`config.mk`:
```
export PLATFORM = sky130hd
export DESIGN_NAME = host_bank_interconnect
export DESIGN_NICKNAME = d
export VERILOG_FILES = /design/src/verilog/glb_pkg.sv /design/src/verilog/host_bank_interconnect.sv
export SDC_FILE = /design/constraint.sdc
export NUM_CORES = 1
export LEC_CHECK = 0
export ABC_AREA = 1
export ABC_CLOCK_PERIOD_IN_PS = 3100
export CORE_AREA = 2 2 285 287
export DETAILED_ROUTE_END_ITERATION = 6
export DIE_AREA = 0 0 287 289
export DONT_BUFFER_PORTS = 1
export PLACE_DENSITY = 0.3
export SYNTH_ARGS = -nofsm -noshare
export SYNTH_HDL_FRONTEND = slang
export SYNTH_SLANG_ARGS = --single-unit
```
`constraint.sdc`:
```
create_clock -name clk -period 3.1 [get_ports clk]
set_input_delay 0.155 -clock clk [delete_from_list [all_inputs] [get_ports clk]]
set_output_delay 0.155 -clock clk [all_outputs]
set_load 0.02 [all_outputs]
```
`src/verilog/glb_pkg.sv`:
```
/* Shared widths, vector types and configuration codes of the global buffer.
   Modules import it inside their bodies and use scoped names in their headers. */
`default_nettype none

package glb_pkg;

    localparam int NUM_BANKS          = 4;
    localparam int BANK_ADDR_WIDTH    = 8;
    localparam int BANK_DATA_WIDTH    = 64;
    localparam int CGRA_DATA_WIDTH    = 16;
    localparam int CONFIG_ADDR_WIDTH  = 12;
    localparam int CONFIG_DATA_WIDTH  = 32;
    localparam int CONFIG_BLOCK_WIDTH = 4;

    // derived widths
    localparam int NUM_BANKS_WIDTH   = $clog2(NUM_BANKS);
    localparam int GLB_ADDR_WIDTH    = NUM_BANKS_WIDTH + BANK_ADDR_WIDTH;
    localparam int LANE_WIDTH        = $clog2(BANK_DATA_WIDTH / CGRA_DATA_WIDTH);
    localparam int STREAM_ADDR_WIDTH = GLB_ADDR_WIDTH + LANE_WIDTH;

    typedef logic [BANK_ADDR_WIDTH-1:0]   bank_addr_t;
    typedef logic [GLB_ADDR_WIDTH-1:0]    glb_addr_t;
    typedef logic [STREAM_ADDR_WIDTH-1:0] stream_addr_t;
    typedef logic [BANK_DATA_WIDTH-1:0]   bank_data_t;
    typedef logic [CGRA_DATA_WIDTH-1:0]   cgra_data_t;
    typedef logic [CONFIG_ADDR_WIDTH-1:0] cfg_addr_t;
    typedef logic [CONFIG_DATA_WIDTH-1:0] cfg_data_t;

    // block field sits in the top address bits
    typedef enum logic [CONFIG_BLOCK_WIDTH-1:0] {
        CFG_BLOCK_GLB = 4'd0,
        CFG_BLOCK_IO  = 4'd1,
        CFG_BLOCK_CFG = 4'd2
    } cfg_block_e;

    // register offsets inside the IO block
    localparam logic [3:0] REG_START_ADDR = 4'd0;
    localparam logic [3:0] REG_NUM_WORDS  = 4'd1;
    localparam logic [3:0] REG_STATUS     = 4'd2;

endpackage

`default_nettype wire
```
`src/verilog/host_bank_interconnect.sv`:
```
/* Routes host reads and writes to the bank named by the upper address bits
   and returns the read word, held until the next host read completes. */
`timescale 1ns/1ps
`default_nettype none

module host_bank_interconnect #(
    parameter int NUM_BANKS       = glb_pkg::NUM_BANKS,
    parameter int BANK_ADDR_WIDTH = glb_pkg::BANK_ADDR_WIDTH,
    parameter int BANK_DATA_WIDTH = glb_pkg::BANK_DATA_WIDTH
) (
    input  logic                clk,
    input  logic                rst_n,

    input  logic                host_wr_en,
    input  glb_pkg::glb_addr_t  host_wr_addr,
    input  glb_pkg::bank_data_t host_wr_data,

    input  logic                host_rd_en,
    input  glb_pkg::glb_addr_t  host_rd_addr,
    output glb_pkg::bank_data_t host_rd_data,

    output logic                host_to_bank_wr_en   [NUM_BANKS-1:0],
    output glb_pkg::bank_addr_t host_to_bank_wr_addr [NUM_BANKS-1:0],
    output glb_pkg::bank_data_t host_to_bank_wr_data [NUM_BANKS-1:0],
    output logic                host_to_bank_rd_en   [NUM_BANKS-1:0],
    output glb_pkg::bank_addr_t host_to_bank_rd_addr [NUM_BANKS-1:0],
    input  glb_pkg::bank_data_t bank_to_host_rd_data [NUM_BANKS-1:0]
);

    localparam int NUM_BANKS_WIDTH = $clog2(NUM_BANKS);

    logic [NUM_BANKS_WIDTH-1:0] wr_bank;
    logic [NUM_BANKS_WIDTH-1:0] rd_bank;
    logic [NUM_BANKS_WIDTH-1:0] rd_bank_q;
    logic                       rd_pending;
    logic [BANK_DATA_WIDTH-1:0] rd_hold;

    assign wr_bank = host_wr_addr[BANK_ADDR_WIDTH +: NUM_BANKS_WIDTH];
    assign rd_bank = host_rd_addr[BANK_ADDR_WIDTH +: NUM_BANKS_WIDTH];

    // one-hot bank enables, address and data fan out to all banks
    always_comb begin
        for (int b = 0; b < NUM_BANKS; b++) begin
            host_to_bank_wr_en[b]   = host_wr_en && (wr_bank == NUM_BANKS_WIDTH'(b));
            host_to_bank_wr_addr[b] = host_wr_addr[BANK_ADDR_WIDTH-1:0];
            host_to_bank_wr_data[b] = host_wr_data;
            host_to_bank_rd_en[b]   = host_rd_en && (rd_bank == NUM_BANKS_WIDTH'(b));
            host_to_bank_rd_addr[b] = host_rd_addr[BANK_ADDR_WIDTH-1:0];
        end
    end

    always_ff @(posedge clk) begin
        if (!rst_n) begin
            rd_pending <= 1'b0;
            rd_bank_q  <= '0;
            rd_hold    <= '0;
        end else begin
            rd_pending <= host_rd_en;
            if (host_rd_en) begin
                rd_bank_q <= rd_bank;
            end
            if (rd_pending) begin
                rd_hold <= bank_to_host_rd_data[rd_bank_q];
            end
        end
    end

    // bypass the hold register in the return cycle
    assign host_rd_data = rd_pending ? bank_to_host_rd_data[rd_bank_q] : rd_hold;

endmodule

`default_nettype wire

```
=== Word-level counts from Yosys, hierarchy flattened ===
Cells that the tools add are included.

* Register bits after elaboration: 67
* Input port bits: 344
* Output and inout port bits: 392
* Logic and storage cells: 23

* $lt $le $gt $ge: 1
* Equality and inequality tests: 6
* Mux-type cells: 3
* Reductions and logical operators: 10

{| class="wikitable"
|+ Operator list
! operator !! count
|-
| $bmux W64 S2 || 1
|-
| $mux W64 || 2
|-
| $eq A2 B2 Y1 const B || 4
|-
| $logic_and A1 B1 Y1 || 8
|-
| $eq A2 B1 Y1 const B || 2
|-
| $logic_not A2 Y1 || 2
|-
| $lt A2 B3 Y1 const B || 1
|}

=== Logic depth before layout (Yosys ltp) ===
* Depth in word-level cells: 3
* Mapped depth: 8
* Gate-level depth less buffers: 6

=== Least setup slack after synthesis ===
OpenSTA, ideal clock, no wires.

* Kind: register to output
* Start: register rd_bank_q[0]
* End: output host_rd_data[46]
* Arrival time: 1.075 ns
* Required time: 2.945 ns
* Path slack: 1.870 ns
* Stages on the path, launching flop included: 8
* Buffers on the path: 2
* Path through: dfxtp_1 buf_2 buf_2 nand2_1 nand3_1 nand3_1 nand2_1 inv_1

* Cells in the longest elaborated chain, start to end: 3

{| class="wikitable"
|+ Ends and longest elaborated chain
! item !! line !! source
|-
| start: declaration || host_bank_interconnect.sv:34 || <nowiki>logic [NUM_BANKS_WIDTH-1:0] rd_bank_q;</nowiki>
|-
| start signal: assignment || host_bank_interconnect.sv:60 || <nowiki>rd_bank_q <= rd_bank;</nowiki>
|-
| $bmux W64 S2 || host_bank_interconnect.sv:69 || <nowiki>assign host_rd_data = rd_pending ? bank_to_host_rd_data[rd_bank_q] : rd_hold;</nowiki>
|-
| $mux W64 (implied by the code) || host_bank_interconnect.sv:69 ||
|-
| $mux W64 || n/a ||
|-
| end: declaration || host_bank_interconnect.sv:20 || <nowiki>output glb_pkg::bank_data_t host_rd_data,</nowiki>
|}

No other way between the ends. The select of a mux whose other input is x is not followed.

=== Worst setup path after layout ===
* Start: register rd_bank_q[0]
* End: output host_rd_data[6]

The elaborated chain is that of the path after synthesis.

==> results.json <==
{
  "postSynthAreaPerCell_um2": 5.67,
  "cp_slowest_cell": "sky130_fd_sc_hd__inv_4",
  "dr_total_vias": 6614,
  "result_of_the_run": "completed",
  "period_share_pct": 76.4,
  "timing.reg2reg.setup_slack_ps": 1210,
  "top_level_ports": 736,
  "worst_slack_ps": 730,
  "timing.final.crit_period_ps": 2370,
  "slew_violations": 0,
  "root_cell_of_the_clock_tree": "sky130_fd_sc_hd__clkbuf_16",
  "maxSlewHeadroom_pct": 42.7,
  "crit_fanout": 67,
  "dp_cells": 2121,
  "fin_nets": 1420,
  "final-instance-count-excl-fill": 2141,
  "vdd_drop_max_mv": 0.225,
  "min_delay_worst_endpoint": "rd_hold[1]$_SDFF_PN0_",
  "route.layer.met1.wl_um": 13700,
  "r2r_start": "rd_bank_q[0]$_SDFFE_PN0P_",
  "wirelength_um": 40300,
  "worst_r2r_path_depth": 7,
  "cts.path.max_buffers": 2,
  "syn-num-nets": 1776,
  "drt_iter0_markers": 313,
  "path_cells": "inv_4 -> buf_12 -> nand2_1 -> nand3_1 -> nand3_1 -> nand2_1 -> inv_1",
  "core-area_um2": 79900,
  "count_of_buffers_inserted_at_the_top_level_ports": 0,
  "tritoncts": "yes",
  "yosysWarnings": 0,
  "dr.max_layer_used": "met5",
  "post_cts_resize_count": 0,
  "combined_global_route_utilization_of_all_metal_layers_pct": 9.31,
  "grt_first_pass_wirelength_um": 53000,
  "post-layout-total-power_mw": 2.93,
  "met3RoutedLength_um": 5050,
  "initial_core_util_pct": 10.2,
  "cts.sink_count": 67,
  "detail_route.wl_per_cell_um": 18.8,
  "reg2reg_to": "rd_hold[6]$_SDFF_PN0_",
  "placed_area_um2": 6930,
  "routability_driven_placement_congestion_ratio": 0.822,
  "vias_in_the_first_global_route": 6729,
  "critical_path_arrival_ps": 2210,
  "netlist-cell-type-count": 14,
  "cp_slowest_stage_delay_ps": 420,
  "clkTransAtPathRegs_ps": 70,
  "crit_type": "reg2out",
  "insertion_delay_ps": 380,
  "cts-buffers-inserted": 9,
  "fmax_mhz": 422,
  "p_per_area_nw_per_um2": 403,
  "final.fill_count": 9659,
  "worst_hold_path_type": "in2reg",
  "worst_hold_startpoint": "bank_to_host_rd_data[1]",
  "antenna_violations_before_repair": 2,
  "final_antenna_net_count": 0,
  "max_cap_violations": 0,
  "critPathLaunchType": "flop",
  "synthToLayoutAreaGrowth_pct": -10.5,
  "syn_area_um2": 8120,
  "min_path_cells": 6,
  "floorplan.rows": 104,
  "post_drt_via_cell_ratio": 3.09,
  "dr.pass1.iters": 5,
  "crit_end_category": "primary output",
  "post-dp-hpwl_um": 32600,
  "floorplan.die.width_um": 287,
  "setup-violations-final": 0,
  "dr_wl_met2_um": 19700,
  "postSynthCellCount": 1432,
  "worst_pin_slew_ps": 853,
  "unrepaired_setup_endpoints_after_global_routing": "false",
  "synth.ff_latch_count": 67,
  "pre_cts_worst_setup_slack_ps": 1060,
  "leakage_nw": 4.13,
  "drc": 0,
  "overflow_left_after_global_routing": 0,
  "finalInstanceArea_um2": 7270,
  "finalHoldViolCount": 0,
  "die-height_um": 289,
  "finalClockSkew_ps": 17.8,
  "worst-endpoint-required_ps": 2940,
  "seq_total_area_yosys_pct": 16.5,
  "h-tree-depth": 3,
  "grt_start_max_net_pins": 87,
  "final_layout_size_suffix_gt1_share_pct": 8.97,
  "fp.dieArea_um2": 82900,
  "tns_ps": 0,
  "antenna_cells_inserted": 0
}
[layout by cell type (no fill, tap or decap), types with 4 or more instances in the layout]
cell type,Yosys,routed
sky130_fd_sc_hd__dfxtp_1,67,64
sky130_fd_sc_hd__inv_1,327,326
sky130_fd_sc_hd__or2_2,64,64
sky130_fd_sc_hd__nand2_1,323,323
sky130_fd_sc_hd__nor3_1,6,6
sky130_fd_sc_hd__buf_12,0,5
sky130_fd_sc_hd__nor2_1,66,66
sky130_fd_sc_hd__dlygate4sd3_1,0,4
sky130_fd_sc_hd__clkbuf_16,0,9
sky130_fd_sc_hd__nand3_1,192,192
sky130_fd_sc_hd__buf_4,320,6
[area by class of cell]
type	instances	area, um2	area share (%)
inverter	329	1240	17.1
clock inverter	7	73.8	1.02
sequential	67	1350	18.6
clock buffer	9	225	3.10
multi-input combinational	654	2870	39.4
timing repair buffer	15	185	2.55
tap	1060	1330	18.2
[metal layers]
layer  GRT usage (%)  vias to the layer above
met2            16.1                      574
met1            9.04                     2867
met3            5.09                       68
met4            4.48                        7
met5           0.398                        -
li1                -                     3098
[cells in the mapped netlist]
cell                       count  area share [%]
sky130_fd_sc_hd__inv_1       327              15
sky130_fd_sc_hd__buf_1         6            0.28
sky130_fd_sc_hd__buf_2        37             2.3
sky130_fd_sc_hd__clkbuf_1     19            0.88
sky130_fd_sc_hd__nor2_1       66             3.0
sky130_fd_sc_hd__nand3_1     192              12
sky130_fd_sc_hd__buf_4       320              30
sky130_fd_sc_hd__o21ai_0       1           0.062
sky130_fd_sc_hd__nor3_1        6            0.37
sky130_fd_sc_hd__dfxtp_1      67              17
sky130_fd_sc_hd__or2_2        64             4.9
sky130_fd_sc_hd__a21oi_1       2            0.12
sky130_fd_sc_hd__nand2_1     323              15
sky130_fd_sc_hd__inv_2         2           0.092
[power breakdown]
part / internal [mW] / leakage (nW) / switching (mW) / total (mW)
Sequential: 0.920 / 0.555 / 0.0189 / 0.939
Clock: 0.630 / 0.143 / 0.533 / 1.16
Combinational: 0.238 / 3.44 / 0.593 / 0.831
[flip-flops by register name, indices dropped and copies added, names as in the netlist]
name,count
rd_hold,64
rd_pending,1
rd_bank_q,2
[cell families (layout without fill, tap and decap cells)]
| logic type | count (synthesis) | count (layout) | synth area share (%) |
|---|---|---|---|
| buffers and inverters | 711 | 360 | 48.2 |
| flip-flops | 67 | 67 | 16.5 |
| AND/OR/NAND/NOR | 651 | 651 | 35.1 |
| AO/OA/AOI/OAI | 3 | 3 | 0.185 |
[per-stage QoR]
stage	hold WS [ps]	util (%)
floorplan	244	-
global route	147	9.10
detailed placement	238	8.67
finish	132	9.10
global placement	253	8.67
CTS	86.5	9.10
[critical path, delay by kind of cell (launching register included)]
family,cells,cell delay (ps)
DFF,1,360
buffers and inverters,3,890
and+or+nand+nor,4,430
[worst max path at each step]
stage	slack [ps]	end	from	cells after the start
finish	730	host_rd_data[6]	rd_bank_q[0]$_SDFFE_PN0P_	7
global route	540	host_rd_data[25]	rd_bank_q[0]$_SDFFE_PN0P_	7
CTS	630	host_rd_data[25]	rd_bank_q[0]$_SDFFE_PN0P_	7
detailed placement	1060	host_rd_data[25]	rd_bank_q[0]$_SDFFE_PN0P_	7
global placement	1070	host_rd_data[13]	rd_bank_q[0]$_SDFFE_PN0P_	7
floorplan	1870	host_rd_data[46]	rd_bank_q[0]$_SDFFE_PN0P_	7
[repair_timing]
item                      in CTS  in global routing
hold buffers                   4                  0
hold endpoints to repair       3                  0
setup buffers                  0                  0
No activity file was read; power rests on OpenSTA's default activity.
