## src/verilog/glb_pkg.sv

```systemverilog
/* Shared widths, vector types and configuration codes of the global buffer.
   Modules import it inside their bodies and use scoped names in their headers. */
`default_nettype none

package glb_pkg;

    localparam int NUM_BANKS          = 4;
    localparam int BANK_ADDR_WIDTH    = 8;
    localparam int BANK_DATA_WIDTH    = 64;
    localparam int CGRA_DATA_WIDTH    = 16;
    localparam int CONFIG_ADDR_WIDTH  = 12;
    localparam int CONFIG_DATA_WIDTH  = 32;
    localparam int CONFIG_BLOCK_WIDTH = 4;

    // derived widths
    localparam int NUM_BANKS_WIDTH   = $clog2(NUM_BANKS);
    localparam int GLB_ADDR_WIDTH    = NUM_BANKS_WIDTH + BANK_ADDR_WIDTH;
    localparam int LANE_WIDTH        = $clog2(BANK_DATA_WIDTH / CGRA_DATA_WIDTH);
    localparam int STREAM_ADDR_WIDTH = GLB_ADDR_WIDTH + LANE_WIDTH;

    typedef logic [BANK_ADDR_WIDTH-1:0]   bank_addr_t;
    typedef logic [GLB_ADDR_WIDTH-1:0]    glb_addr_t;
    typedef logic [STREAM_ADDR_WIDTH-1:0] stream_addr_t;
    typedef logic [BANK_DATA_WIDTH-1:0]   bank_data_t;
    typedef logic [CGRA_DATA_WIDTH-1:0]   cgra_data_t;
    typedef logic [CONFIG_ADDR_WIDTH-1:0] cfg_addr_t;
    typedef logic [CONFIG_DATA_WIDTH-1:0] cfg_data_t;

    // block field sits in the top address bits
    typedef enum logic [CONFIG_BLOCK_WIDTH-1:0] {
        CFG_BLOCK_GLB = 4'd0,
        CFG_BLOCK_IO  = 4'd1,
        CFG_BLOCK_CFG = 4'd2
    } cfg_block_e;

    // register offsets inside the IO block
    localparam logic [3:0] REG_START_ADDR = 4'd0;
    localparam logic [3:0] REG_NUM_WORDS  = 4'd1;
    localparam logic [3:0] REG_STATUS     = 4'd2;

endpackage

`default_nettype wire
```

## src/verilog/glb_config_ctrl.sv

```systemverilog
/* Configuration bus decoder for the IO block: channel start address, word
   count and status, plus start gating and completion tracking. */
`timescale 1ns/1ps
`default_nettype none

module glb_config_ctrl #(
    parameter int NUM_BANKS       = glb_pkg::NUM_BANKS,
    parameter int BANK_ADDR_WIDTH = glb_pkg::BANK_ADDR_WIDTH,
    parameter int BANK_DATA_WIDTH = glb_pkg::BANK_DATA_WIDTH
) (
    input  logic                  clk,
    input  logic                  rst_n,

    input  logic                  config_wr,
    input  logic                  config_rd,
    input  glb_pkg::cfg_addr_t    config_addr,
    input  glb_pkg::cfg_data_t    config_wr_data,
    output glb_pkg::cfg_data_t    config_rd_data,

    input  logic                  cgra_start_pulse,
    input  logic                  stream_done,
    output logic                  start,
    output glb_pkg::stream_addr_t start_addr,
    output glb_pkg::stream_addr_t num_words
);

    import glb_pkg::*;

    localparam int NUM_BANKS_WIDTH   = $clog2(NUM_BANKS);
    localparam int LANE_WIDTH        = $clog2(BANK_DATA_WIDTH / CGRA_DATA_WIDTH);
    localparam int STREAM_ADDR_WIDTH = NUM_BANKS_WIDTH + BANK_ADDR_WIDTH + LANE_WIDTH;

    cfg_block_e                   block;
    logic [3:0]                   reg_sel;
    logic                         en_io;
    logic [STREAM_ADDR_WIDTH-1:0] start_addr_r;
    logic [STREAM_ADDR_WIDTH-1:0] num_words_r;
    logic                         busy;
    logic                         done;

    assign block   = cfg_block_e'(config_addr[CONFIG_ADDR_WIDTH-1 -: CONFIG_BLOCK_WIDTH]);
    assign reg_sel = config_addr[3:0];
    assign en_io   = (block == CFG_BLOCK_IO);

    // a start while streaming is dropped here
    assign start      = cgra_start_pulse && !busy;
    assign start_addr = start_addr_r;
    assign num_words  = num_words_r;

    always_ff @(posedge clk) begin
        if (!rst_n) begin
            start_addr_r <= '0;
            num_words_r  <= '0;
        end else if (config_wr && en_io) begin
            case (reg_sel)
                REG_START_ADDR: start_addr_r <= config_wr_data[STREAM_ADDR_WIDTH-1:0];
                REG_NUM_WORDS:  num_words_r  <= config_wr_data[STREAM_ADDR_WIDTH-1:0];
                default: ;
            endcase
        end
    end

    // zero-length stream finishes immediately
    always_ff @(posedge clk) begin
        if (!rst_n) begin
            busy <= 1'b0;
            done <= 1'b0;
        end else if (start) begin
            busy <= (num_words_r != '0);
            done <= (num_words_r == '0);
        end else if (stream_done) begin
            busy <= 1'b0;
            done <= 1'b1;
        end
    end

    always_comb begin
        config_rd_data = '0;
        if (config_rd && en_io) begin
            case (reg_sel)
                REG_START_ADDR: config_rd_data[STREAM_ADDR_WIDTH-1:0] = start_addr_r;
                REG_NUM_WORDS:  config_rd_data[STREAM_ADDR_WIDTH-1:0] = num_words_r;
                REG_STATUS:     config_rd_data[1:0] = {busy, done};
                default: ;
            endcase
        end
    end

endmodule

`default_nettype wire

```

## config.mk

```make
export PLATFORM = sky130hd
export DESIGN_NAME = glb_config_ctrl
export DESIGN_NICKNAME = d
export VERILOG_FILES = /design/src/verilog/glb_pkg.sv /design/src/verilog/glb_config_ctrl.sv
export SDC_FILE = /design/constraint.sdc
export NUM_CORES = 1
export LEC_CHECK = 0
export ABC_AREA = 0
export BUFFER_PORTS_ARGS = -buffer_cell sky130_fd_sc_hd__buf_2
export CORE_MARGIN = 2
export CORE_UTILIZATION = 40
export CTS_CLUSTER_SIZE = 12
export DETAILED_ROUTE_END_ITERATION = 6
export PLACE_DENSITY_LB_ADDON = 0.08
export SYNTH_ARGS = -nofsm -noshare
export SYNTH_HDL_FRONTEND = slang
export SYNTH_SLANG_ARGS = --single-unit
```

## constraint.sdc

```tcl
create_clock -name clk -period 3.1 [get_ports clk]
set_input_delay 0.62 -clock clk [delete_from_list [all_inputs] [get_ports clk]]
set_output_delay 0.62 -clock clk [all_outputs]
set_load 0.005 [all_outputs]
```

; ---- Word-level counts from Yosys, hierarchy flattened
; Index checks and enable logic that the tools add are counted.
; Widths: inputs -> output; s select.
[totals]
regBits = 26
latch_bits = 0
mem_bits_rw = 0
romBits = 0
in_bits = 50
output_inout_bits = 57
wordCells = 24
memories = 0
[op_classes]
addsub = 0
mul = 0
n_div = 0
order_cmp = 0
n_eq_ne = 3
shift = 0
muxes = 7
bitwise = 0
reduce_logical = 10
[op_table]
columns = operator, count
row1 = $pmux 10 s2, 1
row2 = $logic_not 12->1, 1
row3 = $mux 12, 1
row4 = $reduce_bool 12->1, 1
row5 = $eq 4x1->1 const B, 2
row6 = $pmux 2 s3, 1
row7 = $eq 4x2->1 const B, 1
row8 = $logic_not 4->1, 1
row9 = $mux 1, 4
row10 = $reduce_and 2->1, 2
row11 = $logic_and 1x1->1, 3
row12 = $reduce_bool 2->1, 1
row13 = $logic_not 1->1, 1

; ---- Longest topological paths before layout
; Gate-level depths: netlist of the first run.
[logic_depth]
ltp_word = 3
depth_mapped = 4
depth_no_buf = 3

; ---- Worst setup path after synthesis of the first run
; OpenSTA, ideal clock, no wires.
[synth_timing]
kind = input port to output port
startpoint = input port config_addr[9]
endpoint = output port config_rd_data[10]
arrival_ns = 1.482
required_time_ns = 2.480
slack_ns = 0.998
cell_stages = 4
path_buffers = 1
cell_sequence = nor4b_2 > nand2_1 > clkbuf_1 > nor2_1
[synth_between]
elab_chain_len = 3
[synth_lines]
columns = element, line
row1 = from (decl), glb_config_ctrl.sv:16  ; input glb_pkg::cfg_addr_t config_addr,
row2 = $eq 4x1->1, glb_config_ctrl.sv:43  ; assign en_io = (block == CFG_BLOCK_IO);
row3 = $logic_and 1x1->1, glb_config_ctrl.sv:79  ; if (config_rd && en_io) begin
row4 = $mux 12, glb_config_ctrl.sv:79
row5 = to (decl), glb_config_ctrl.sv:18  ; output glb_pkg::cfg_data_t config_rd_data,
; No other way between the ends.

; ---- Worst setup path in the final report of the first run
[layout_timing]
startpoint = input port config_addr[9]
endpoint = output port config_rd_data[9]
; The elaborated chain is that of the path after synthesis.

==> impl_metrics.toml, run 1 <==
[floorplan]
core.rowCount = 21
die_area_mm2 = 0.003983
ios = 107
die_width_um = 63.11
core_area_mm2 = 0.003337
die_y_um = 63.11
initial_core_util = 0.4188

[setup_path]
reg2reg_slack_ns = 1.63
worstPathRequired_ns = 2.48
reg2reg_from = "num_words[4]$_SDFFE_PN0P_"
critical-path-max-stage-delay_ns = 0.41
path_buf_inv = 3
r2r.worst_path.cells = 3
path_cells = "buf_2, nor4b_2, nand2_1, buf_4, nor2_1, buf_2"
setup.worst_path.start_class = "primary input"
critPathTopFamily = "simple AND/OR/NAND/NOR gates"
worstPathMaxFanout = 7
crit_arrival_ns = 1.91
r2r_end = "busy$_SDFFE_PN0P_"
crit_top_cell = "buf_2"
crit_path_end_kind = "output pin"
worst-setup-path-type = "primary input to output pin"
critPathSlowestCell = "nor4b_2"

[sta]
finalHoldViolCount = 0
setup_viol = 0
fmax_mhz = 395.3
slew_headroom = 0.5746
period_minus_slack_ns = 2.530
worst_pin_slew_ns = 0.6381
fin_worst_skew_ns = 0.002090
drv_slew = 0
fin_setup_tns_ns = 0
period_share = 0.8160
rsz0062_at_grt = "false"

[synthesis]
synth_edf_count = 0
synth.area.top_cells = "dfxtp_1, mux2i_1, buf_4"
netlist_instances = 158
yosys_warnings = 0
avgSynthCellArea_um2 = 8.846
yosysSeqAreaShare = 0.3724
synthArstFlopShare = 0
ys_types = 20
ys_ff_latch = 26
synth_area_leader_cell = "dfxtp_1"
ys.flop_type = "dfxtp_1"
netlist_area_mm2 = 0.001398
synth_top_area_share = 0.3724

[global_routing]
globalRouteTotalUtil = 0.1734
grt_max_degree = 39
grt-ovfl-total = 0
met3_usage = 0.02857
antenna_found_initial = 0
met1_usage = 0.2096
busiest_layer = "met2"
grt_use_met2 = 0.3098
grt_pass1_vias = 1215
grt_first_pass_wirelength_mm = 5.554

[cts]
cts_max_path_buffers = 2
cts_buffers = 3
cts_root_buf = "clkbuf_4"
path_clk_slew_ns = 0.13
ctsHoldBuffers = 0
clk_latency_ns = 0.31
htreeDepth = 1
cts_tree = "built"
cts_setup_buffers = 0
cts.repair.resized = 0
cts.sinks = 26

[cells_and_area]
fin_nets = 268
final_area_mm2 = 0.001695
layout.cells.non_filler = 263
fin_util = 0.5081
area_growth_pct = 21.31
final_layout_size_suffix_gt1_frac = 0.3410
n_antenna_cell = 0

[worst_hold_path]
whs_path_depth = 2
hp-class = "flip-flop to flip-flop"
min_to = "start_addr[5]$_SDFFE_PN0P_"
min_from = "start_addr[5]$_SDFFE_PN0P_"

[route]
routed_via_density = 4.814
drtIter0Drc = 22
first_pass_iters = 4
drc = 0
num_vias = 1266
ant_nets = 0
wl_per_cell_um = 12.68
drt-total-wl_mm = 3.336

[place]
dp.cells = 259
portBuffers = 62
placed_cell_area_mm2 = 0.001659
dpl.hpwl_mm = 2.504
routabilityCongestion = 0.7603

[run]
maxCapViolCount = 0

[power]
power_mw = 0.5536
leakage_nw = 0.9604
vdd_drop_max_uv = 235.0
power_density_mw_per_mm2 = 326.5

[status]
status = "completed"
state kept, by name, indices dropped and copies added, names as in the netlist:
signal      flops
start_addr     12
done            1
num_words      12
busy            1
cell families (layout without fill, tap and decap cells):
kind of cell           Yosys count  in the layout  synth area share
AO/OA/AOI/OAI                   15             15           0.08326
buffers and inverters           29             69            0.1432
flip-flops                      26             26            0.3724
multiplexers                    26             26            0.1862
other                            1             20          0.002683
AND/OR/NAND/NOR                 61             61            0.2122
layout make-up:
type | instances | area [µm²]
clock buffers | 4 | 36.28
fillers | 357 | 1642
multi-input cells | 122 | 748.2
flip-flops and latches | 26 | 520.5
well taps | 46 | 57.56
repair buffers | 65 | 332.8
worst max path at each step:
stage / start / to / slack, ns / cells after the start
floorplan: config_addr[9] / config_rd_data[10] / 1.0 / 4
global placement: config_addr[9] / config_rd_data[9] / 0.59 / 6
detailed placement: config_addr[9] / config_rd_data[9] / 0.56 / 6
CTS: config_addr[9] / config_rd_data[9] / 0.55 / 6
global route: config_addr[9] / config_rd_data[1] / 0.41 / 5
finish: config_addr[9] / config_rd_data[9] / 0.57 / 6
stage by stage:
stage	hold slack, ns	worst slack (ns)
2_1_floorplan	0.4667	0.9978
3_3_place_gp	0.4577	0.5890
3_5_place_dp	0.4705	0.5571
4_1_cts	0.4893	0.5516
5_1_grt	0.5107	0.4144
6_report	0.4881	0.5704
per-layer routing:
layer / wire [µm] / share of wire
met2: 1681 / 0.50
met1: 1344 / 0.40
met4: 21 / 0.0063
met5: 0 / 0
met3: 288 / 0.086
placed cells by master (no fill, tap or decap), drive strengths merged, types with 3 or more instances in the layout:
| cell | n |
|---|---|
| buf | 65 |
| nand2 | 37 |
| mux2i | 26 |
| dfxtp | 26 |
| conb | 20 |
| nor2 | 11 |
| a22oi | 10 |
| clkbuf | 4 |
| nor2b | 3 |
| or4 | 3 |
| nor4 | 3 |
synth_stat cells (2+ instances only):
cell type,instances
nor4_1,2
nand2_1,37
a22oi_1,10
nor4b_2,2
clkbuf_1,6
nor2_1,11
mux2i_1,26
nor2b_1,3
a2bb2oi_1,2
or4_1,3
nand3_2,2
buf_4,20
dfxtp_1,26
buf_6,2
power by group:
part	switching, mW	leakage (nW)	internal, mW
combinational	0.0318	0.730	0.0200
clock	0.0934	0.0210	0.0717
sequential	0.00112	0.210	0.336
total	0.126	0.960	0.427
worst min-delay path: cells and delay by family (launching register included):
family / cells / cell delay [ns]
flops: 1 / 0.34
simple gates: 1 / 0.06
mux: 1 / 0.06
Note: power is estimated with default switching activity, not from simulation.
==> inputs of run 2 (changes only) <==
--- a/config.mk
+++ b/config.mk
@@ -8,7 +8,7 @@
 export ABC_AREA = 0
 export BUFFER_PORTS_ARGS = -buffer_cell sky130_fd_sc_hd__buf_2
 export CORE_MARGIN = 2
-export CORE_UTILIZATION = 40
+export CORE_UTILIZATION = 36
 export CTS_CLUSTER_SIZE = 12
 export DETAILED_ROUTE_END_ITERATION = 6
 export PLACE_DENSITY_LB_ADDON = 0.08
==> constraint.sdc (replaced) <==
create_clock -name clk -period 2.3 [get_ports clk]
set_input_delay 0.46 -clock clk [delete_from_list [all_inputs] [get_ports clk]]
set_output_delay 0.46 -clock clk [all_outputs]
set_load 0.005 [all_outputs]
==> run 2 against run 1 <==
Effect of this change: critical path depth is the same; critical endpoint is now config_rd_data[5]; flip-flop and latch count unchanged; largest cell class unchanged; combinational power rose by 37%; largest power group unchanged; worst setup slack worse by 0.38 ns.
==> impl_metrics.toml, run 2 (synthesis results as in run 1) <==
[sta]
setup_viol = 0
worst_pin_slew_ns = 0.6344
fmax_mhz = 474.3
fin_setup_tns_ns = 0
slew_headroom = 0.5770
fin_hold_ws_ns = 0.4490
fin_worst_skew_ns = 0.006432
rsz0062_at_grt = "false"
period_share = 0.9167
finalHoldViolCount = 0
drv_slew = 0
period_minus_slack_ns = 2.109

[cells_and_area]
fin_util = 0.4718
multi_input_area_um2 = 748.2
fillers = 390
area_growth_pct = 24.53
fin_nets = 269
seq_area_um2 = 520.5
n_antenna_cell = 0
final_layout_size_suffix_gt1_frac = 0.3440
final_common_cell = "buf_2"
final_cell_mix = "buf_2, nand2_1, mux2i_1, dfxtp_1, conb_1"

[power]
power_density_mw_per_mm2 = 518.9
power_mw = 0.9031
vdd_drop_max_uv = 402.8
leakage_nw = 0.9805

[setup_path]
worstPathRequired_ns = 1.84
worst-setup-path-type = "primary input to output pin"
worstPathMaxFanout = 7
crit_top_cell = "buf_2"
crit_arrival_ns = 1.65
critical-path-max-stage-delay_ns = 0.31
critPathSlowestCell = "nor4b_2"
crit_path_end_kind = "output pin"
setup.worst_path.start_class = "primary input"
reg2reg_slack_ns = 0.82
path_cells = "buf_2, nor4b_2, nand2_1, buf_4, nor2_1, buf_2"

[cts]
cts_root_buf = "clkbuf_8"
cts_buffers = 3
cts_max_path_buffers = 2
clk_latency_ns = 0.27
ctsHoldBuffers = 0
htreeDepth = 1
cts_tree = "built"
cts.repair.resized = 0
path_clk_slew_ns = 0.09
cts_setup_buffers = 0
cts.sinks = 26

[floorplan]
ios = 107
core.rowCount = 22
die_area_mm2 = 0.004396
die_width_um = 66.31
die_y_um = 66.31
core_area_mm2 = 0.003689
initial_core_util = 0.3789

[route]
drt-total-wl_mm = 3.436
routed_via_density = 4.748
drtIter0Drc = 38
num_vias = 1263
ant_nets = 0
first_pass_iters = 4
wl_per_cell_um = 12.92
drc = 0

[worst_hold_path]
hp-class = "primary input to flip-flop"

[global_routing]
grt_max_degree = 39
grt_pass1_vias = 1089
globalRouteTotalUtil = 0.1573
antenna_found_initial = 0
grt-ovfl-total = 0
grt_first_pass_wirelength_mm = 5.237

[place]
routabilityCongestion = 0.7588
portBuffers = 62
dpl.hpwl_mm = 2.456

[status]
status = "completed"

[run]
maxCapViolCount = 0
run 2: power breakdown:
part | internal [mW] | switching [mW] | leakage [nW] | total (mW)
combinational | 0.0275 | 0.0433 | 0.735 | 0.0708
sequential | 0.452 | 0.00125 | 0.210 | 0.453
clock | 0.233 | 0.147 | 0.0357 | 0.379
run 2: metal layers:
layer  GRT usage  wire [µm]
met1      0.2060       1525
met2      0.2625       1651
met3     0.03748        243
met4     0.03061         14
met5           0          0
run 2: final cells by class:
| class | count | area share |
|---|---|---|
| multi-input cells | 122 | 0.4299 |
| clock buffers | 3 | 0.02372 |
| clock inverters | 1 | 0.01725 |
| flip-flops and latches | 26 | 0.2991 |
| repair buffers | 66 | 0.1955 |
| well taps | 48 | 0.03451 |
run 2: path summary, 6_finish.rpt:
kind	from	end	cells after the start
hold reg to reg	start_addr[2]$_SDFFE_PN0P_	start_addr[2]$_SDFFE_PN0P_	2
setup reg to reg	num_words[4]$_SDFFE_PN0P_	busy$_SDFFE_PN0P_	3
hold / removal	config_wr_data[9]	num_words[9]$_SDFFE_PN0P_	3
setup / recovery	config_addr[9]	config_rd_data[5]	6
run 2: critical path, delay by kind of cell:
kind / cells / cell delay (ns)
and+or+nand+nor: 3 / 0.72
buffers and inverters: 3 / 0.47
run 2: through the flow:
| stage | setup WS [ns] | instances | cell area (µm²) |
|---|---|---|---|
| 6_report | 0.1915 | 266 | 1740 |
| 3_3_place_gp | 0.2090 | 262 | 1669 |
| 3_5_place_dp | 0.1763 | 262 | 1669 |
| 5_1_grt | 0.05159 | 266 | 1740 |
| 4_1_cts | 0.1741 | 266 | 1740 |
| 2_1_floorplan | 0.5178 | 177 | 1469 |
