===== src/verilog/glb_pkg.sv =====
/* Shared widths, vector types and configuration codes of the global buffer.
   Modules import it inside their bodies and use scoped names in their headers. */
`default_nettype none

package glb_pkg;

    localparam int NUM_BANKS          = 4;
    localparam int BANK_ADDR_WIDTH    = 8;
    localparam int BANK_DATA_WIDTH    = 64;
    localparam int CGRA_DATA_WIDTH    = 16;
    localparam int CONFIG_ADDR_WIDTH  = 12;
    localparam int CONFIG_DATA_WIDTH  = 32;
    localparam int CONFIG_BLOCK_WIDTH = 4;

    // derived widths
    localparam int NUM_BANKS_WIDTH   = $clog2(NUM_BANKS);
    localparam int GLB_ADDR_WIDTH    = NUM_BANKS_WIDTH + BANK_ADDR_WIDTH;
    localparam int LANE_WIDTH        = $clog2(BANK_DATA_WIDTH / CGRA_DATA_WIDTH);
    localparam int STREAM_ADDR_WIDTH = GLB_ADDR_WIDTH + LANE_WIDTH;

    typedef logic [BANK_ADDR_WIDTH-1:0]   bank_addr_t;
    typedef logic [GLB_ADDR_WIDTH-1:0]    glb_addr_t;
    typedef logic [STREAM_ADDR_WIDTH-1:0] stream_addr_t;
    typedef logic [BANK_DATA_WIDTH-1:0]   bank_data_t;
    typedef logic [CGRA_DATA_WIDTH-1:0]   cgra_data_t;
    typedef logic [CONFIG_ADDR_WIDTH-1:0] cfg_addr_t;
    typedef logic [CONFIG_DATA_WIDTH-1:0] cfg_data_t;

    // block field sits in the top address bits
    typedef enum logic [CONFIG_BLOCK_WIDTH-1:0] {
        CFG_BLOCK_GLB = 4'd0,
        CFG_BLOCK_IO  = 4'd1,
        CFG_BLOCK_CFG = 4'd2
    } cfg_block_e;

    // register offsets inside the IO block
    localparam logic [3:0] REG_START_ADDR = 4'd0;
    localparam logic [3:0] REG_NUM_WORDS  = 4'd1;
    localparam logic [3:0] REG_STATUS     = 4'd2;

endpackage

`default_nettype wire

===== src/verilog/io_stream_channel.sv =====
/* Streams a region of the buffer to the CGRA as 16-bit words, one bank read
   per unstalled cycle, with the word valid one cycle after its read. */
`timescale 1ns/1ps
`default_nettype none

module io_stream_channel #(
    parameter int NUM_BANKS       = glb_pkg::NUM_BANKS,
    parameter int BANK_ADDR_WIDTH = glb_pkg::BANK_ADDR_WIDTH,
    parameter int BANK_DATA_WIDTH = glb_pkg::BANK_DATA_WIDTH
) (
    input  logic                  clk,
    input  logic                  rst_n,

    input  logic                  start,
    input  glb_pkg::stream_addr_t start_addr,
    input  glb_pkg::stream_addr_t num_words,
    input  logic                  stall,

    output logic                  io_to_bank_rd_en   [NUM_BANKS-1:0],
    output glb_pkg::bank_addr_t   io_to_bank_rd_addr [NUM_BANKS-1:0],
    input  glb_pkg::bank_data_t   bank_to_io_rd_data [NUM_BANKS-1:0],

    output glb_pkg::cgra_data_t   rd_data,
    output logic                  rd_data_valid,
    output logic                  stream_done
);

    import glb_pkg::*;

    localparam int NUM_BANKS_WIDTH   = $clog2(NUM_BANKS);
    localparam int LANE_WIDTH        = $clog2(BANK_DATA_WIDTH / CGRA_DATA_WIDTH);
    localparam int STREAM_ADDR_WIDTH = NUM_BANKS_WIDTH + BANK_ADDR_WIDTH + LANE_WIDTH;

    logic [STREAM_ADDR_WIDTH-1:0] cur_addr;
    logic [STREAM_ADDR_WIDTH-1:0] remaining;
    logic                         active;
    logic                         issue;
    logic                         last_issue;
    logic [NUM_BANKS_WIDTH-1:0]   cur_bank;
    logic [NUM_BANKS_WIDTH-1:0]   bank_q;
    logic [LANE_WIDTH-1:0]        lane_q;
    logic                         last_q;
    bank_data_t                   word;

    assign issue      = active && !stall;
    assign last_issue = issue && (remaining == STREAM_ADDR_WIDTH'(1));
    assign cur_bank   = cur_addr[LANE_WIDTH + BANK_ADDR_WIDTH +: NUM_BANKS_WIDTH];

    always_comb begin
        for (int b = 0; b < NUM_BANKS; b++) begin
            io_to_bank_rd_en[b]   = issue && (cur_bank == NUM_BANKS_WIDTH'(b));
            io_to_bank_rd_addr[b] = cur_addr[LANE_WIDTH +: BANK_ADDR_WIDTH];
        end
    end

    always_ff @(posedge clk) begin
        if (!rst_n) begin
            active        <= 1'b0;
            cur_addr      <= '0;
            remaining     <= '0;
            rd_data_valid <= 1'b0;
            last_q        <= 1'b0;
            bank_q        <= '0;
            lane_q        <= '0;
        end else begin
            rd_data_valid <= issue;
            last_q        <= last_issue;
            if (issue) begin
                bank_q <= cur_bank;
                lane_q <= cur_addr[LANE_WIDTH-1:0];
            end
            if (start) begin
                cur_addr  <= start_addr;
                remaining <= num_words;
                active    <= (num_words != '0);
            end else if (issue) begin
                cur_addr  <= cur_addr + 1'b1;
                remaining <= remaining - 1'b1;
                active    <= !last_issue;
            end
        end
    end

    // lane 0 is the low 16 bits of the bank word
    assign word        = bank_to_io_rd_data[bank_q];
    assign rd_data     = word[lane_q * CGRA_DATA_WIDTH +: CGRA_DATA_WIDTH];
    assign stream_done = rd_data_valid && last_q;

endmodule

`default_nettype wire


===== config.mk =====
export PLATFORM = sky130hd
export DESIGN_NAME = io_stream_channel
export DESIGN_NICKNAME = d
export VERILOG_FILES = /design/src/verilog/glb_pkg.sv /design/src/verilog/io_stream_channel.sv
export SDC_FILE = /design/constraint.sdc
export NUM_CORES = 1
export LEC_CHECK = 0
export BUFFER_PORTS_ARGS = -buffer_cell sky130_fd_sc_hd__clkbuf_2
export CORE_AREA = 2 2 132 134
export DETAILED_ROUTE_END_ITERATION = 6
export DIE_AREA = 0 0 134 136
export PLACE_DENSITY_LB_ADDON = 0.05
export SLEW_MARGIN = 15
export SYNTH_ARGS = -nofsm -noshare
export SYNTH_HDL_FRONTEND = slang
export SYNTH_SLANG_ARGS = --single-unit

===== constraint.sdc =====
create_clock -name clk -period 2.21 [get_ports clk]
set_clock_uncertainty 0.05 [all_clocks]
set_input_delay 0.442 -clock clk [delete_from_list [all_inputs] [get_ports clk]]
set_output_delay 0.442 -clock clk [all_outputs]
set_load 0.01 [all_outputs]

# Yosys cells after proc, flatten, opt, wreduce, memory -nomap -nowiden
# Index checks and enable logic that the tools add are counted.
# Widths: inputs -> output; s select.
# word_totals
reg_bits,31
in_bits,284
# op_classes
reduce_logical,12
muxes,8
addsub,2
magnitude_cmp,1
eq_ne,4
shift,1
# op_table
op,count
$bmux 64 s2,1
$mux 64,1
$shiftx 64x7->16,1
$mux 12,4
$add 12x1->12 const B,1
$eq 12x1->1 const B,1
$reduce_bool 12->1,1
$sub 12x1->12 const B,1
$logic_and 1x1->1,7
$eq 2x2->1 const B,2
$lt 2x3->1 const B,1
$eq 2x1->1 const B,1
$logic_not 1->1,2
$logic_not 2->1,1
$mux 1,2
$reduce_bool 2->1,1

# Longest topological paths before layout
# Gate-level depths: netlist (run 1).
# logic_depth
word_depth,6
mapped_depth,6
depth_no_buf,6

# Worst setup path before layout (run 1)
# OpenSTA, ideal clock, no wires.
# synth_path
path_kind,reg-to-output
from,reg bank_q[0]
to,out rd_data[0]
setup_slack_ns,0.071
path_stages_with_launch,6
arrival_time_ns,1.647
path_buffers,2
cell_sequence,dfxtp_1 buf_2 buf_2 mux4_2 a22oi_1 nand2_1
# synth_between
elab_chain_len,3
# synth_lines
element,line_no,rtl
"start, declared",io_stream_channel.sv:40,logic [NUM_BANKS_WIDTH-1:0] bank_q;
"start signal, assigned",io_stream_channel.sv:69,bank_q <= cur_bank;
$bmux 64 s2,io_stream_channel.sv:85,assign word = bank_to_io_rd_data[bank_q];
$mux 64 (not written as such),io_stream_channel.sv:85,
$shiftx 64x7->16,io_stream_channel.sv:86,assign rd_data = word[lane_q * CGRA_DATA_WIDTH +: CGRA_DATA_WIDTH];
"end, declared",io_stream_channel.sv:23,"output glb_pkg::cgra_data_t rd_data,"
# No other way between the ends. The select of a mux whose other input is x is not followed.

# Worst setup path in the final report (run 1)
# layout_path
from,reg bank_q[0]
to,out rd_data[5]
# The elaborated chain is that of the path after synthesis.

==> impl_metrics.tcl, run 1 <==
set metrics [dict create \
    io_buffer_count 337 \
    synth-seq-area-share_pct 16.93 \
    die_y_um 136 \
    seqPwrFrac_pct 28.3 \
    first_pass_iters 4 \
    ir_worst_vdd_mv 0.2284 \
    synth-main-ff-cell "dfxtp_1" \
    drt_wl_total_mm 18.59 \
    fp-row-count 48 \
    max_freq_mhz 422.0 \
    drc 0 \
    power.switching_uw 648.6 \
    grt_pass1_wl_mm 26.15 \
    grt_max_degree 37 \
    fin_tns_setup_ns -2.090 \
    synth_area_sq_um 3666 \
    yosys-top-cells-count "64 x mux4_2, 35 x nand2_1, 32 x a22oi_1, 32 x buf_4, 31 x dfxtp_1" \
    final-setup-viol-count 16 \
    fin_ws_ns -0.1599 \
    fin_nets 958 \
    antenna_found_initial 2 \
    cp_data_arrival_time_ns 1.88 \
    max_stage_delay_ns 0.49 \
    cts_max_path_buffers 2 \
    p_leak_uw 0.002683 \
    dieArea_sq_um 18220 \
    cts_buffers 5 \
    synth-edff-count 0 \
    relSlewSlack_pct 54.73 \
    core-area_sq_um 16880 \
    syn_inst 362 \
    synthDistinctLibCells 40 \
    p_int_uw 1637 \
    violations "negative setup slack" \
    syn_nets 649 \
    end_kind "output port" \
    first_iter_violations 175 \
    ys_warn_count 0 \
    ios 338 \
    crit_chain "buf_12 > clkbuf_16 > mux4_2 > a22oi_1 > nand2_1 > clkbuf_2" \
    clkTransAtPathRegs_ns 0.05 \
    finalHoldViolCount 0 \
    cts.sinks 31 \
    critPathSlowestCell "mux4_2" \
    detail_route.wl_per_cell_um 20.67 \
    htreeDepth 2 \
    start_util_pct 21.72 \
    hpwl_mm 15.52 \
    placedCellCount 879 \
    hold_depth 3 \
    yosys.cell_count.top_type "mux4_2" \
    ant_nets 0 \
    yosys.area.top_type_share_pct 39.32 \
    p_comb_share_pct 36.5 \
    power_density_nw_per_um2 379.5 \
    ctsHoldBuffers 0 \
    ys_ff_latch 31 \
    via_per_inst 4.801 \
    syn_to_final_growth_pct 64.30 \
    final-instance-count-excl-fill 899 \
    track_usage_pct 19.01 \
    clockPowerShare_pct 35.2 \
    insertion_delay_ns 0.27 \
    fin_area_sq_um 6023 \
    vias 4316 \
    maxCapViolCount 0 \
    finalPower_uw 2286 \
    critPathKind "register to output port" \
    r2r.worst_path.cells 4 \
    worst_slew_pin_slew_ns 0.6774 \
    worstPathRequired_ns 1.72 \
    finalCritPeriodShare_pct 107.2 \
    finalWorstPathRequiredPeriod_ns 2.370 \
    ys_async_sr_fraction_pct 0 \
    yosys-top-cells-area "mux4_2 39%, dfxtp_1 17%, a22oi_1 6.6%" \
    die_w_um 134 \
    cts_root_buf "clkbuf_16" \
    min_path_type "input pin to register" \
    placed_cell_area_sq_um 5499 \
    status "finished, violations left" \
    grt_pass1_vias 4303 \
    swShare_pct 28.37 \
    layout-drive-gt1-share_pct 70.39 \
    postSynthAreaPerCell_sq_um 10.13 \
    start_kind "register" \
    yosysTopAreaCell "mux4_2" \
    gp_congestion 0.8108 \
    grt-ovfl-total 0 \
    rsz0062_at_grt "yes" \
    slew_violations 0 \
    cp_max_fo 5 \
    cts_tree "built" \
]
## power by group through the flow
| stage | sequential [uW] | combinational, uW | clock (uW) |
|---|---|---|---|
| floorplan | 645 | 417 | 0 |
| detailed placement | 660 | 776 | 0 |
| CTS | 649 | 817 | 823 |
| global route | 655 | 903 | 851 |
| finish | 648 | 834 | 804 |
| global placement | 659 | 774 | 0 |
## path summary, 6_finish.rpt
path                      start           end  slack [ns]
setup / recovery      bank_q[0]    rd_data[5]       -0.16
hold / removal    start_addr[0]   cur_addr[0]        0.35
setup reg to reg    cur_addr[2]  cur_addr[11]        0.52
hold reg to reg    remaining[6]  remaining[6]        0.46
## metal layers
metal,up-vias,routed length (um),track usage (%)
met2,190,9487,33.33
li1,2027,-,-
met1,2083,7538,24.29
met5,-,8,0
met4,2,227,3.310
met3,14,1325,4.176
## logic make-up after synthesis
| kind of cell | Yosys count | synth area share (%) |
|---|---|---|
| and+or+nand+nor | 93 | 13.11 |
| AOI/OAI and AO/OA | 82 | 14.16 |
| buffers and inverters | 69 | 10.61 |
| muxes | 66 | 39.86 |
| DFF | 31 | 16.93 |
| xor gates and xnor gates | 18 | 4.300 |
| adders and majority gates | 3 | 1.024 |
## metrics by stage
stage	setup WS, ns	utilization [%]	hold slack (ns)
floorplan	0.07138	-	0.4162
CTS	-0.1877	34.93	0.3539
finish	-0.1599	35.69	0.3535
global placement	0.05726	32.58	0.4445
global route	-0.2371	35.68	0.3573
detailed placement	0.02820	32.58	0.4537
## placed cells by master (no fill, tap or decap), drive strengths merged, types with 5 or more instances in the layout
cell and n:
clkbuf 342, mux4 64, nand2 35, a22oi 32
dfxtp 31, buf 28, a21oi 23, nor2 17
o21ai 16, xnor2 10, xor2 8, inv 7
nand4 7, nor4 7, nand3 5, nor3 5
## final cells by class
class / count / area (sq um)
clock inverters: 2 / 35.03
fillers: 1797 / 10850
inverters: 7 / 26.28
diodes: 2 / 5.005
multi-input cells: 262 / 2804
repair buffers: 364 / 2107
clock buffers: 6 / 138.9
well taps: 225 / 281.5
flip-flops and latches: 31 / 625.6
## flip-flops by register name, indices dropped and copies added, names as in the netlist
signal and count:
cur_addr 12, bank_q 2, active 1, last_q 1
remaining 12, rd_data_valid 1, lane_q 2
## timing repair
item | in CTS | in global routing
setup endpoints to repair | 16 | 16
pin swaps | 16 | 7
setup buffers | 5 | 2
gates resized for setup | 21 | 18
gates cloned | 2 | 2
## critical path, delay by kind of cell, from the launching register on
kind / cells / cell delay [ns]
and+or+nand+nor: 1 / 0.08
muxes: 1 / 0.49
AOI/OAI and AO/OA: 1 / 0.21
buffers and inverters: 3 / 0.42
DFF: 1 / 0.41
(Power assumes the default switching activity.)
==> inputs of run 2 (changes only) <==
- ABC_AREA: not set -> 1
==> run 2 against run 1 <==
The run still ends with negative setup slack left. Power is 19% higher. Sequential power decreased by 2%. Maximum frequency increased by 4.6%.
==> impl_metrics.tcl, run 2 <==
set metrics [dict create \
    fin_ws_ns -0.05626 \
    power.switching_uw 1038 \
    slew_violations 0 \
    final-setup-viol-count 13 \
    drc 0 \
    synth-seq-area-share_pct 14.26 \
    globalRouteMet1Util_pct 29.79 \
    met2_usage_pct 43.33 \
    cts_max_path_buffers 2 \
    final_cell_mix "323 x clkbuf_2, 184 x nor2_1, 110 x o21ai_0" \
    cp_data_arrival_time_ns 1.77 \
    clockPowerShare_pct 26.2 \
    worstPathRequired_ns 1.72 \
    relSlewSlack_pct 69.26 \
    yosys.cell_count.top_type "nor2_1" \
    crit_chain "buf_8 > inv_8 > clkbuf_16 > nor2_1 > nor2_1 > o21ai_1 > o211ai_1 > nand3_1 > nand2_1 > buf_6" \
    antenna_found_initial 0 \
    dpl_worst_slack_ns 0.1787 \
    final_common_cell "clkbuf_2" \
    yosys-top-cells-count "206 x nor2_1, 121 x o21ai_0, 98 x nand2_1" \
    gp_congestion 0.8432 \
    critPathSlowestCell "dfxtp_4" \
    first_iter_violations 485 \
    grt-ovfl-total 0 \
    synth-edff-count 0 \
    maxCapViolCount 0 \
    start_kind "register" \
    via_per_inst 4.956 \
    fp-row-count 48 \
    syn_inst 803 \
    dieArea_sq_um 18220 \
    synth_area_sq_um 4353 \
    cp_max_fo 6 \
    layout-drive-gt1-share_pct 40.38 \
    fin_tns_setup_ns -0.4877 \
    swShare_pct 38.18 \
    ys_async_sr_fraction_pct 0 \
    use_met3_pct 2.796 \
    synthDistinctLibCells 30 \
    vias 6651 \
    cts_tree "built" \
    htreeDepth 2 \
    whs_ns 0.3634 \
    crit_top_cell "nor2_1" \
    end_kind "output port" \
    clkTransAtPathRegs_ns 0.06 \
    grt_pass1_wl_mm 34.25 \
    finalWorstPathRequiredPeriod_ns 2.266 \
    p_int_uw 1682 \
    fin_nets 1403 \
    synth-main-ff-cell "dfxtp_1" \
    insertion_delay_ns 0.28 \
    syn_to_final_growth_pct 61.68 \
    grt_pass1_vias 6064 \
    worst_slew_pin_slew_ns 0.4599 \
    cp_top_family "buffers and inverters" \
    ios 338 \
    io_buffer_count 337 \
    violations "negative setup slack" \
    ant_nets 0 \
    finalHoldViolCount 0 \
    num-fill-cells 1879 \
    die_w_um 134 \
    core-area_sq_um 16880 \
    rsz0062_at_grt "yes" \
    power_density_nw_per_um2 386.5 \
    first_pass_iters 5 \
    grt_max_degree 60 \
    cts.sinks 31 \
    track_usage_pct 24.12 \
    ys_ff_latch 31 \
    p_comb_share_pct 50.5 \
    detail_route.wl_per_cell_um 18.72 \
    antenna_cells 0 \
    status "finished, violations left" \
    cts_root_buf "clkbuf_16" \
    busiest_layer "met2" \
    cts_buffers 5 \
    die_y_um 136 \
    reg_top3 "cur_addr (12), remaining (12)" \
    critPathBufInv 4 \
    yosys-top-cells-area "nor2_1 18%, dfxtp_1 14%, o21ai_0 14%" \
    min_path_type "input pin to register" \
    finalCritPeriodShare_pct 102.5 \
    postSynthAreaPerCell_sq_um 5.421 \
    final-seq-area_sq_um 628.1 \
    p_leak_uw 0.003442 \
    syn_nets 1090 \
    ys_warn_count 0 \
    yosysTopAreaCell "nor2_1" \
    seqPwrFrac_pct 23.3 \
    ctsHoldBuffers 0 \
    drt_wl_total_mm 25.13 \
    critPathKind "register to output port" \
    ir_worst_vdd_mv 0.3336 \
    hpwl_mm 18.19 \
    max_stage_delay_ns 0.37 \
    max_freq_mhz 441.3 \
    start_util_pct 25.79 \
    yosys.area.top_type_share_pct 17.76 \
    multiInputGateArea_sq_um 3159 \
]
run 2: cell types whose count changed in the layout (fill, tap and decap cells not counted), moves of 18 or more:
cell      before  now
o21ai_1        0   34
nor2_2         0   18
nand2_1       35   95
a22oi_2       27    0
nand3_1        5   46
o211ai_1       0   67
nor2_1        16  184
inv_1          7   46
o21ai_0       16  110
mux4_2        64    0
run 2: kinds of logic (layout without fill, tap and decap cells):
logic type | after synthesis | count (layout) | share of synthesized area (%)
adder cells (fa/ha/maj) | 3 | 3 | 0.8624
AND/OR/NAND/NOR | 373 | 373 | 34.55
XOR/XNOR | 3 | 3 | 0.6037
AO/OA/AOI/OAI | 252 | 252 | 33.29
buffers and inverters | 141 | 455 | 16.44
flip-flops | 31 | 31 | 14.26
run 2: routing by layer:
metal,vias to the layer above,part of all wire (%),wire length [um]
li1,3308,-,-
met1,3070,41,10280
met2,243,51,12740
met3,30,5.6,1415
met4,0,2.8,699
met5,-,0,0
run 2: worst reg2reg max path, cell delays in order (launching register included):
cell and delay, ns:
dfxtp_1 0.40, ha_1 0.19, nand2_1 0.09, nor2_1 0.26
nand2_1 0.15, o21ai_0 0.17, nand3_1 0.09, a21oi_1 0.12
run 2: final timing paths:
kind / start / endpoint / slack [ns] / cells past startpoint
max: bank_q[0] / rd_data[12] / -0.06 / 10
min: start_addr[4] / cur_addr[4] / 0.36 / 3
max reg2reg: cur_addr[0] / cur_addr[8] / 0.62 / 7
min reg2reg: remaining[1] / remaining[1] / 0.42 / 2
run 2: power groups by stage:
stage	combinational, uW	clock, uW	sequential [uW]
6_report	1370	713	634
3_5_place_dp	1120	0	650
3_3_place_gp	1120	0	651
2_1_floorplan	628	0	633
4_1_cts	1170	739	640
5_1_grt	1490	755	641
run 2: repair_timing:
| item | CTS | global route |
|---|---|---|
| endpoints found under the hold margin | 0 | 0 |
| setup buffers | 3 | 15 |
| cloned | 1 | 17 |
| setup endpoints to repair | 16 | 16 |
| gates resized for setup | 31 | 75 |
| pin swaps | 3 | 34 |
run 2: stage by stage:
step / power [uW] / util [%] / cell area (sq um) / instances
2_1_floorplan: 1261 / - / 4353 / 803
3_3_place_gp: 1775 / 35.88 / 6056 / 1299
3_5_place_dp: 1767 / 35.88 / 6056 / 1299
4_1_cts: 2547 / 37.78 / 6376 / 1311
5_1_grt: 2888 / 41.70 / 7038 / 1342
6_report: 2720 / 41.70 / 7038 / 1342
run 2: cell type report:
cell class,instances,area share [%]
Clock buffer,7,2.027
Timing Repair inverter,1,0.1600
Clock inverter,1,0.07111
Timing Repair Buffer,397,37.12
Multi-Input combinational cell,631,44.89
Inverter,49,2.809
Sequential cell,31,8.924
Tap cell,225,4.000
==> inputs of run 3 (changes only) <==
- CORE_AREA: 2 2 132 134 -> 2 2 130 132
- DIE_AREA: 0 0 134 136 -> 0 0 132 134
==> run 3 against run 2 <==
The flow still finishes with violations (negative setup slack). Routed wire length decreased by 6.7%. Final cell count down 2.4%. Sequential share of layout area up 0.52 points. Final area down 5.5%. Sequential cell count stayed put. Largest cell class unchanged. Highest routed layer unchanged.
==> impl_metrics.tcl, run 3 (synthesis results as in run 2) <==
set metrics [dict create \
    drt_wl_total_mm 23.45 \
    core-area_sq_um 16290 \
    r2r.worst_path.cells 7 \
    cts_max_path_buffers 2 \
    cp_max_fo 15 \
    grt_pass1_wl_mm 34.76 \
    fin_area_sq_um 6650 \
    rsz0062_at_grt "yes" \
    cts_buffers 5 \
    ir_worst_vdd_mv 0.2493 \
    clkTransAtPathRegs_ns 0.05 \
    insertion_delay_ns 0.28 \
    first_pass_iters 5 \
    fp-row-count 47 \
    placed_cell_area_sq_um 6062 \
    ant_nets 0 \
    syn_to_final_growth_pct 52.77 \
    final_common_cell "clkbuf_2" \
    drc 0 \
    antenna_found_initial 0 \
    violations "negative setup slack" \
    cp_data_arrival_time_ns 1.73 \
    max_freq_mhz 449.2 \
    worstPathRequired_ns 1.72 \
    cts_tree "built" \
    track_usage_pct 25.08 \
    finalCritPeriodShare_pct 100.7 \
    start_util_pct 26.72 \
    fin_ws_ns -0.01642 \
    rrSetupSlack_ns 0.67 \
    grt_max_degree 62 \
    maxCapViolCount 0 \
    die_y_um 134 \
    via_per_inst 4.976 \
    cts.sinks 31 \
    hpwl_mm 17.76 \
    end_kind "output port" \
    ios 338 \
    layout-drive-gt1-share_pct 37.89 \
    antenna_cells 0 \
    worst_slew_pin_slew_ns 0.3845 \
    p_leak_uw 0.003251 \
    first_iter_violations 483 \
    ctsHoldBuffers 0 \
    slew_violations 0 \
    grt_pass1_vias 6090 \
    start_kind "register" \
    htreeDepth 2 \
    gp_congestion 0.8883 \
    fin_tns_setup_ns -0.03915 \
    dieArea_sq_um 17690 \
    relSlewSlack_pct 74.13 \
    grt-ovfl-total 0 \
    status "finished, violations left" \
    finalHoldViolCount 0 \
    finalWorstPathRequiredPeriod_ns 2.226 \
    die_w_um 132 \
    final_util_pct 40.82 \
    power_density_nw_per_um2 385.5 \
    hold_depth 3 \
    min_path_type "input pin to register" \
    vias 6519 \
    io_buffer_count 337 \
    cts_root_buf "clkbuf_16" \
    final_cell_mix "330 x clkbuf_2, 190 x nor2_1, 115 x o21ai_0" \
    critPathKind "register to output port" \
    detail_route.wl_per_cell_um 17.90 \
    final-setup-viol-count 5 \
    fin_nets 1376 \
    reg_top3 "cur_addr (12), remaining (12)" \
]
-- run 3: layout make-up --
cell class | instances | area (sq um)
inverters | 49 | 197.7
fillers | 1871 | 9639
repair buffers | 371 | 2293
multi-input cells | 631 | 3115
clock buffers | 5 | 125.1
flip-flops and latches | 31 | 628.1
well taps | 220 | 275.3
clock inverters | 3 | 15.01
-- run 3: power breakdown --
group	switching, uW	internal (uW)
clock	261	411
sequential	45.9	593
combinational	678	574
-- run 3: through the flow --
step	hold WS, ns	std cells	setup WS [ns]	total power, uW
floorplan	0.3953	803	0.5307	1261
global placement	0.4063	1289	0.2121	1780
detailed placement	0.4103	1289	0.2243	1774
CTS	0.3705	1309	-0.01392	2555
global route	0.3838	1310	-0.1225	2730
finish	0.3714	1310	-0.01642	2564
-- run 3: timing repair --
item                       4_1_cts  5_1_grt
cloned                           7        1
pin swaps                        7        4
setup endpoints to repair       14       16
gates resized for setup         27       28
buffers inserted                 5        0
-- run 3: critical path, stage by stage (launching register included) --
cell	delay, ns
dfxtp_4	0.43
clkinv_8	0.12
buf_12	0.16
buf_16	0.15
nor2_1	0.10
nor2_1	0.04
o21ai_1	0.07
o211ai_1	0.10
nand3_1	0.08
nand2_1	0.05
buf_2	0.14
-- run 3: layer usage --
| layer | GRT usage, % | share of wire [%] | up-vias |
|---|---|---|---|
| met5 | 0 | 0 | - |
| met4 | 9.179 | 3.6 | 0 |
| met3 | 3.061 | 6.7 | 46 |
| met2 | 44.85 | 50 | 279 |
| met1 | 30.89 | 40 | 2942 |
| li1 | - | - | 3252 |
-- run 3: path summary, 6_finish.rpt --
| path | start | end |
|---|---|---|
| min reg2reg | remaining[1] | remaining[1] |
| max reg2reg | cur_addr[0] | cur_addr[8] |
| min | start_addr[2] | cur_addr[2] |
| max | bank_q[0] | rd_data[2] |
